==> src/logic/regfile_settings.svh <==
`ifndef REGFILE_SETTINGS_SVH
`define REGFILE_SETTINGS_SVH

// width of one register word.
`define RF_DATA_W 8

// register address width.
`define RF_ADDR_W 2

// number of registers in the file.
`define RF_DEPTH 4

// width of one host instruction word.
`define RF_INSTR_W 12

`endif

==> src/logic/regfile_pkg.sv <==
`include "regfile_settings.svh"

package regfile_pkg;

    typedef enum logic [1:0] {
        op_add,
        op_sub,
        op_and,
        op_xor
    } alu_op_t;

    typedef enum logic {
        kind_alu,
        kind_load
    } instr_kind_t;

    typedef struct packed {
        instr_kind_t           kind;      // top bit, shared with the load form.
        alu_op_t               op;
        logic [`RF_ADDR_W-1:0] dst;
        logic [`RF_ADDR_W-1:0] src_l;
        logic [`RF_ADDR_W-1:0] src_r;
        logic [2:0]            spare;
    } alu_form_t;

    typedef struct packed {
        instr_kind_t           kind;      // same position as in the alu form.
        logic [`RF_ADDR_W-1:0] dst;
        logic                  spare;
        logic [`RF_DATA_W-1:0] imm;
    } load_form_t;

    typedef union packed {
        alu_form_t  alu;
        load_form_t load;
    } instr_u;

    typedef struct packed {
        logic [`RF_ADDR_W-1:0] addr;
        logic [`RF_DATA_W-1:0] data;
    } wr_req_t;

    typedef struct packed {
        logic                  valid;     // set in a cycle where the file stores data.
        logic [`RF_ADDR_W-1:0] addr;
        logic [`RF_DATA_W-1:0] data;
    } wr_event_t;

endpackage

==> src/logic/dual_port_regfile.sv <==
`timescale 1ns/1ns
`include "regfile_settings.svh"

module dual_port_regfile
    import regfile_pkg::*;
(
    input  logic                  _wr_en,
    input  logic                  rst,
    input  wr_event_t             rf_wr,
    input  logic [`RF_ADDR_W-1:0] rd_l_addr,
    input  logic [`RF_ADDR_W-1:0] rd_r_addr,
    output logic [`RF_DATA_W-1:0] rd_l_data,
    output logic [`RF_DATA_W-1:0] rd_r_data
);

    logic [`RF_DATA_W-1:0] regs [`RF_DEPTH];

    always_ff @(posedge _wr_en) begin
        if (rst) begin
            for (int i = 0; i < `RF_DEPTH; i++) begin
                regs[i] <= '0;
            end
        end else if (rf_wr.valid) begin
            regs[rf_wr.addr] <= rf_wr.data;              // one shared write port.
        end
    end

    // both read ports see the stored contents, a write shows up a cycle later.
    assign rd_l_data = regs[rd_l_addr];
    assign rd_r_data = regs[rd_r_addr];

    // once the arbiter has been through one reset edge it must not offer a write.
    a_no_write_in_reset : assert property (
        @(posedge _wr_en) rst && $past(rst) |-> !rf_wr.valid
    ) else $error("register file write strobe high during reset.");

endmodule

==> src/logic/write_arbiter.sv <==
`timescale 1ns/1ns

module write_arbiter
    import regfile_pkg::*;
(
    input  logic      _wr_en,
    input  logic      rst,
    input  logic      wr_req0,
    input  wr_req_t   wr_data0,
    input  logic      wr_req1,
    input  wr_req_t   wr_data1,
    output logic      wr_ack0,
    output logic      wr_ack1,
    output wr_event_t rf_wr,
    output wr_event_t write_event
);

    logic last_grant;                                    // high when port 1 had the last turn.
    logic idle;
    logic grant0;
    logic grant1;

    assign idle   = !wr_ack0 && !wr_ack1;                // no handshake still open.
    assign grant0 = idle && wr_req0 && (!wr_req1 || last_grant);
    assign grant1 = idle && wr_req1 && (!wr_req0 || !last_grant);

    always_comb begin
        rf_wr.valid = grant0 || grant1;
        rf_wr.addr  = grant1 ? wr_data1.addr : wr_data0.addr;
        rf_wr.data  = grant1 ? wr_data1.data : wr_data0.data;
    end

    always_ff @(posedge _wr_en) begin
        if (rst) begin
            wr_ack0     <= 1'b0;
            wr_ack1     <= 1'b0;
            last_grant  <= 1'b0;
            write_event <= '0;
        end else begin
            if (grant0) begin
                wr_ack0    <= 1'b1;
                last_grant <= 1'b0;
            end else if (!wr_req0) begin
                wr_ack0 <= 1'b0;                         // peer has let go of its request.
            end
            if (grant1) begin
                wr_ack1    <= 1'b1;
                last_grant <= 1'b1;
            end else if (!wr_req1) begin
                wr_ack1 <= 1'b0;
            end
            write_event <= rf_wr;                        // what the file stored on this edge.
        end
    end

    a_acks_exclusive : assert property (
        @(posedge _wr_en) disable iff (rst) !(wr_ack0 && wr_ack1)
    ) else $error("both write acks high together.");

    a_ack0_follows_req : assert property (
        @(posedge _wr_en) disable iff (rst) $rose(wr_ack0) |-> $past(wr_req0)
    ) else $error("write ack 0 rose without a pending request.");

    a_ack1_follows_req : assert property (
        @(posedge _wr_en) disable iff (rst) $rose(wr_ack1) |-> $past(wr_req1)
    ) else $error("write ack 1 rose without a pending request.");

endmodule

==> src/logic/alu_unit.sv <==
`timescale 1ns/1ns
`include "regfile_settings.svh"

module alu_unit
    import regfile_pkg::*;
(
    input  logic                  _wr_en,
    input  logic                  rst,
    input  logic                  exec_req,
    input  alu_form_t             exec_instr,
    input  logic [`RF_DATA_W-1:0] rd_l_data,
    input  logic [`RF_DATA_W-1:0] rd_r_data,
    input  logic                  wr_ack1,
    output logic                  exec_ack,
    output logic [`RF_ADDR_W-1:0] rd_l_addr,
    output logic [`RF_ADDR_W-1:0] rd_r_addr,
    output logic                  wr_req1,
    output wr_req_t               wr_data1
);

    typedef enum logic [1:0] {
        st_idle,
        st_write,
        st_done
    } alu_state_t;

    alu_state_t            state;
    logic                  start;
    logic [`RF_DATA_W-1:0] result;

    // operands come straight from the register file while the request is held.
    assign rd_l_addr = exec_instr.src_l;
    assign rd_r_addr = exec_instr.src_r;

    always_comb begin
        case (exec_instr.op)
            op_add:  result = rd_l_data + rd_r_data;     // wraps at 256.
            op_sub:  result = rd_l_data - rd_r_data;
            op_and:  result = rd_l_data & rd_r_data;
            default: result = rd_l_data ^ rd_r_data;     // op_xor.
        endcase
    end

    // the previous write handshake must be fully closed before a new one starts.
    assign start = (state == st_idle) && exec_req && !wr_ack1;

    always_ff @(posedge _wr_en) begin
        if (rst) begin
            state <= st_idle;
        end else begin
            case (state)
                st_idle:  if (start) state <= st_write;
                st_write: if (wr_ack1) state <= st_done;
                st_done:  if (!exec_req) state <= st_idle;
                default:  state <= st_idle;
            endcase
        end
    end

    always_ff @(posedge _wr_en) begin
        if (start) begin
            wr_data1.addr <= exec_instr.dst;             // result is captured with its target.
            wr_data1.data <= result;
        end
    end

    assign wr_req1  = (state == st_write);
    assign exec_ack = (state == st_done);

    // the host port keeps the request up until the result has been written.
    a_exec_req_held : assert property (
        @(posedge _wr_en) disable iff (rst) $fell(exec_req) |-> exec_ack
    ) else $error("exec_req dropped before exec_ack.");

endmodule

==> src/logic/host_port.sv <==
`timescale 1ns/1ns

module host_port
    import regfile_pkg::*;
(
    input  logic      _wr_en,
    input  logic      rst,
    input  logic      host_req,
    input  instr_u    host_instr,
    input  logic      exec_ack,
    input  logic      wr_ack0,
    output logic      host_ack,
    output logic      exec_req,
    output alu_form_t exec_instr,
    output logic      wr_req0,
    output wr_req_t   wr_data0
);

    typedef enum logic [1:0] {
        st_idle,
        st_load,
        st_alu,
        st_ack
    } host_state_t;

    host_state_t state;
    instr_u      instr_q;
    logic        start;

    // both downstream handshakes have to be back to idle before a new word is taken.
    assign start = (state == st_idle) && host_req && !wr_ack0 && !exec_ack;

    always_ff @(posedge _wr_en) begin
        if (rst) begin
            state <= st_idle;
        end else begin
            case (state)
                st_idle: begin
                    if (start) begin
                        if (host_instr.alu.kind == kind_load) begin
                            state <= st_load;
                        end else begin
                            state <= st_alu;
                        end
                    end
                end
                st_load: if (wr_ack0) state <= st_ack;      // immediate is in the file.
                st_alu:  if (exec_ack) state <= st_ack;     // alu result is in the file.
                st_ack:  if (!host_req) state <= st_idle;
                default: state <= st_idle;
            endcase
        end
    end

    always_ff @(posedge _wr_en) begin
        if (start) begin
            instr_q <= host_instr;
        end
    end

    assign host_ack   = (state == st_ack);
    assign wr_req0    = (state == st_load);
    assign exec_req   = (state == st_alu);
    assign exec_instr = instr_q.alu;
    assign wr_data0.addr = instr_q.load.dst;
    assign wr_data0.data = instr_q.load.imm;

endmodule

==> src/logic/regfile_top.sv <==
`timescale 1ns/1ns
`include "regfile_settings.svh"

module regfile_top
    import regfile_pkg::*;
(
    input  logic      _wr_en,
    input  logic      rst,
    input  logic      host_req,
    input  instr_u    host_instr,
    output logic      host_ack,
    output wr_event_t write_event
);

    logic                  exec_req;
    logic                  exec_ack;
    alu_form_t             exec_instr;
    logic                  wr_req0;
    logic                  wr_ack0;
    wr_req_t               wr_data0;
    logic                  wr_req1;
    logic                  wr_ack1;
    wr_req_t               wr_data1;
    wr_event_t             rf_wr;
    logic [`RF_ADDR_W-1:0] rd_l_addr;
    logic [`RF_ADDR_W-1:0] rd_r_addr;
    logic [`RF_DATA_W-1:0] rd_l_data;
    logic [`RF_DATA_W-1:0] rd_r_data;

    host_port i_host_port (
        ._wr_en     (_wr_en),
        .rst        (rst),
        .host_req   (host_req),
        .host_instr (host_instr),
        .exec_ack   (exec_ack),
        .wr_ack0    (wr_ack0),
        .host_ack   (host_ack),
        .exec_req   (exec_req),
        .exec_instr (exec_instr),
        .wr_req0    (wr_req0),
        .wr_data0   (wr_data0)
    );

    alu_unit i_alu_unit (
        ._wr_en     (_wr_en),
        .rst        (rst),
        .exec_req   (exec_req),
        .exec_instr (exec_instr),
        .rd_l_data  (rd_l_data),
        .rd_r_data  (rd_r_data),
        .wr_ack1    (wr_ack1),
        .exec_ack   (exec_ack),
        .rd_l_addr  (rd_l_addr),
        .rd_r_addr  (rd_r_addr),
        .wr_req1    (wr_req1),
        .wr_data1   (wr_data1)
    );

    write_arbiter i_write_arbiter (
        ._wr_en      (_wr_en),
        .rst         (rst),
        .wr_req0     (wr_req0),
        .wr_data0    (wr_data0),
        .wr_req1     (wr_req1),
        .wr_data1    (wr_data1),
        .wr_ack0     (wr_ack0),
        .wr_ack1     (wr_ack1),
        .rf_wr       (rf_wr),
        .write_event (write_event)
    );

    dual_port_regfile i_regfile (
        ._wr_en    (_wr_en),
        .rst       (rst),
        .rf_wr     (rf_wr),
        .rd_l_addr (rd_l_addr),
        .rd_r_addr (rd_r_addr),
        .rd_l_data (rd_l_data),
        .rd_r_data (rd_r_data)
    );

endmodule

==> config.mk <==
export PLATFORM = sky130hd
export DESIGN_NAME = regfile_top
export DESIGN_NICKNAME = d
export VERILOG_FILES = /design/src/logic/regfile_pkg.sv /design/src/logic/dual_port_regfile.sv /design/src/logic/write_arbiter.sv /design/src/logic/alu_unit.sv /design/src/logic/host_port.sv /design/src/logic/regfile_top.sv
export VERILOG_INCLUDE_DIRS = /design/src /design/src/logic
export SDC_FILE = /design/constraint.sdc
export NUM_CORES = 1
export LEC_CHECK = 0
export BUFFER_PORTS_ARGS = -buffer_cell sky130_fd_sc_hd__buf_2
export CAP_MARGIN = 20
export CORE_ASPECT_RATIO = 0.6
export CORE_MARGIN = 1
export CORE_UTILIZATION = 65
export CTS_CLUSTER_SIZE = 28
export DETAILED_ROUTE_END_ITERATION = 10
export PLACE_DENSITY = 0.94
export SYNTH_ARGS = -nofsm -noshare
export SYNTH_HDL_FRONTEND = slang
export SYNTH_SLANG_ARGS = --single-unit
==> constraint.sdc <==
create_clock -name _wr_en -period 8.5 [get_ports _wr_en]
set_input_delay 1.275 -clock _wr_en [delete_from_list [all_inputs] [get_ports _wr_en]]
set_output_delay 1.275 -clock _wr_en [all_outputs]
set_load 0.01 [all_outputs]
==> out/qor.yml <==
run_status:
  status: "complete, no violations"
synth:
  synthAdderAreaFrac_pct: 7.20
  synthesis.nets: 334
  synth_warnings: 0
  synth_edf_count: 53
  synth_xor_area_share_pct: 3.03
  async_flop_share_pct: 0
  synthCells: 298
  synth_top_family_by_area: "multiplexers"
  muxShareOfSynthArea_pct: 15.4
  postSynthAreaPerCell_um2: 12.6
  synthSimpleGateAreaFrac_pct: 11.2
  ys_ff_latch: 75
  yosysUniqueCellTypes: 45
  synthFlopType: "edfxtp_1"
  netlist_area_um2: 3750
  ys_seq_area_share_pct: 54.1
  synth-compound-area-share_pct: 6.10
final_layout:
  layout_common_cells: "nor2_1, edfxtp_1, buf_2"
  fillCellCount: 370
  drive_gt1_share_pct: 20.5
  syn_to_final_growth_pct: 10.4
  final_util_pct: 74.4
  layout_commonest_cell: "nor2_1"
  postLayoutCellArea_um2: 4150
  diodes: 0
  finish.net_count: 362
sta:
  max_freq_mhz: 290
  worst_pin_slew_ns: 0.750
  maxSlewViolCount: 0
  setup_viol: 0
  grt_setup_unrepaired: "no"
  finClkSkew_ns: 0.00523
  fin_crit_ns: 3.45
  period_share_pct: 40.6
  setup_tns_ns: 0
  hold_violations: 0
  slew_headroom_pct: 48.5
power:
  power.density_nw_per_um2: 391
  vdd_drop_max_uv: 193
  p_leak_nw: 1.71
setup_path:
  arrival_ns: 3.54
  crit_fanout: 8
  worst_ep_required_time_ns: 8.58
  cp-end-kind: "flop"
  worstSetupPathType: "reg2reg"
  crit_chain: "mux4_1, inv_1, ha_1, nor2_1, xnor2_1, ha_1, a21o_1, a21oi_1, o21bai_1, a21oi_1, xor2_1, o21ai_0"
  slowest_delay_ns: 0.73
  startpoint_type: "flop"
  r2r_cells: 12
  cp_slowest_cell: "mux4_1"
placement:
  gp_congestion: 0.914
  placed_area_um2: 3950
  portBuffers: 26
  hpwl_um: 5910
global_routing:
  gr-usage-all-layers_pct: 29.6
  antenna_found_initial: 0
  grt_start_max_net_pins: 20
  grt_pass1_vias: 2438
  grt_pass1_wl_um: 12500
  grt-ovfl-total: 0
clock_tree:
  cts-root-buf: "clkbuf_8"
  post_cts_resized: 0
  cts.clk_slew.worst_paths_ns: 0.08
  hold_buffers: 0
  numCtsBuffers: 9
  insertion_delay_ns: 0.36
  cts_buffer_depth: 2
  htree_levels: 3
  postCtsSetupBuffers: 0
  cts_tree: "done"
  cts.sinks: 75
routing:
  ant_nets: 0
  wl_met1_um: 3530
  wl_met3_um: 893
  drc_errors: 0
  route.met2.wl_um: 3440
  drt_pass1_iterations: 5
  num_vias: 2477
  via_per_inst: 6.03
  drtIter0Drc: 186
  top_layer: "met4"
  totalWireLength_um: 8010
  wl_per_cell_um: 19.5
floorplan:
  dieArea_um2: 6090
  die_x_um: 100
  start_util_pct: 67.4
  rows: 21
  coreArea_um2: 5570
  die_h_um: 60.9
  io_pins: 27
min_path:
  holdPathStages: 0
  min_path_type: "reg2reg"
job:
  max_cap_violations: 0
## per-stage QoR
| step | total power [mW] | instances | setup WS [ns] | hold slack, ns |
|---|---|---|---|---|
| floorplan | 1.16 | 298 | 5.54 | 0.400 |
| global placement | 1.30 | 394 | 5.23 | 0.407 |
| detailed placement | 1.35 | 394 | 5.11 | 0.417 |
| CTS | 1.62 | 410 | 5.06 | 0.438 |
| global route | 1.72 | 411 | 4.86 | 0.458 |
| finish | 1.62 | 411 | 5.05 | 0.437 |
## report_power, final
group | internal, mW | switching (mW) | leakage (nW)
sequential | 0.508 | 0.0730 | 0.712
combinational | 0.347 | 0.431 | 0.899
clock | 0.113 | 0.147 | 0.0993
## metal layers
layer | track usage, % | vias up
li1 | - | 1140
met1 | 38.6 | 1189
met2 | 46.0 | 131
met3 | 11.8 | 17
met4 | 11.0 | 0
met5 | 0 | -
## cells in the mapped netlist, drive strengths merged, types with 3 or more instances
| cell | instances | area (um^2) |
|---|---|---|
| buf | 6 | 33.8 |
| nand2 | 9 | 33.8 |
| nand2b | 4 | 25.0 |
| a21oi | 12 | 60.1 |
| edfxtp | 53 | 1590 |
| mux4 | 16 | 372 |
| nand3 | 3 | 15.0 |
| mux2 | 5 | 56.3 |
| nor2b | 5 | 31.3 |
| ha | 20 | 250 |
| xor2 | 3 | 26.3 |
| o21ai | 10 | 50.0 |
| nor3 | 4 | 36.3 |
| clkbuf | 6 | 22.5 |
| dfxtp | 22 | 440 |
| mux2i | 15 | 150 |
| xnor2 | 10 | 87.6 |
| inv | 15 | 56.3 |
| nor2 | 57 | 214 |
## worst paths after layout
| kind | start | to | slack, ns |
|---|---|---|---|
| worst min-delay path | i_host_port.exec_instr[8]$_DFFE_PP_ | i_alu_unit.wr_data1[9]$_DFFE_PP_ | 0.44 |
| worst min register to register | i_host_port.exec_instr[8]$_DFFE_PP_ | i_alu_unit.wr_data1[9]$_DFFE_PP_ | 0.44 |
| worst max register to register | flop | i_alu_unit.wr_data1[6]$_DFFE_PP_ | 5.05 |
| worst max-delay path | flop | i_alu_unit.wr_data1[6]$_DFFE_PP_ | 5.05 |
## state kept, by name (all words and copies together), names as in the netlist, named ones only
| signal | count |
|---|---|
| i_write_arbiter.wr_ack1 | 1 |
| i_host_port.exec_instr | 11 |
| i_alu_unit.wr_data1 | 10 |
| i_write_arbiter.write_event | 11 |
| i_host_port.state | 2 |
| i_regfile.regs | 32 |
| i_write_arbiter.wr_ack0 | 1 |
| i_write_arbiter.last_grant | 1 |
| i_alu_unit.state | 2 |
## cells by family (layout without fill, tap and decap cells)
| kind of cell | count (synthesis) | count (layout) |
|---|---|---|
| xor gates and xnor gates | 13 | 13 |
| and+or+nand+nor | 91 | 91 |
| adders and majority gates | 21 | 21 |
| muxes | 36 | 36 |
| DFF | 75 | 75 |
| AOI/OAI and AO/OA | 35 | 35 |
| buffers and inverters | 27 | 60 |
## cell type report
class | count | area, um^2 | share of cell area (%)
sequential | 75 | 2030 | 49.0
multi-input combinational | 196 | 1620 | 39.0
clock buffer | 9 | 124 | 2.99
inverter | 15 | 56.3 | 1.36
tap | 80 | 100 | 2.41
timing repair buffer | 29 | 150 | 3.62
clock inverter | 7 | 67.6 | 1.63
## critical path: cells and delay by family, from the launching register on
kind                       cells  cell delay [ns]
AOI/OAI and AO/OA              5             0.83
muxes                          1             0.73
DFF                            1             0.60
adders and majority gates      2             0.53
xor gates and xnor gates       2             0.31
buffers and inverters          1             0.10
and+or+nand+nor                1             0.08
(Power assumes the default switching activity.)
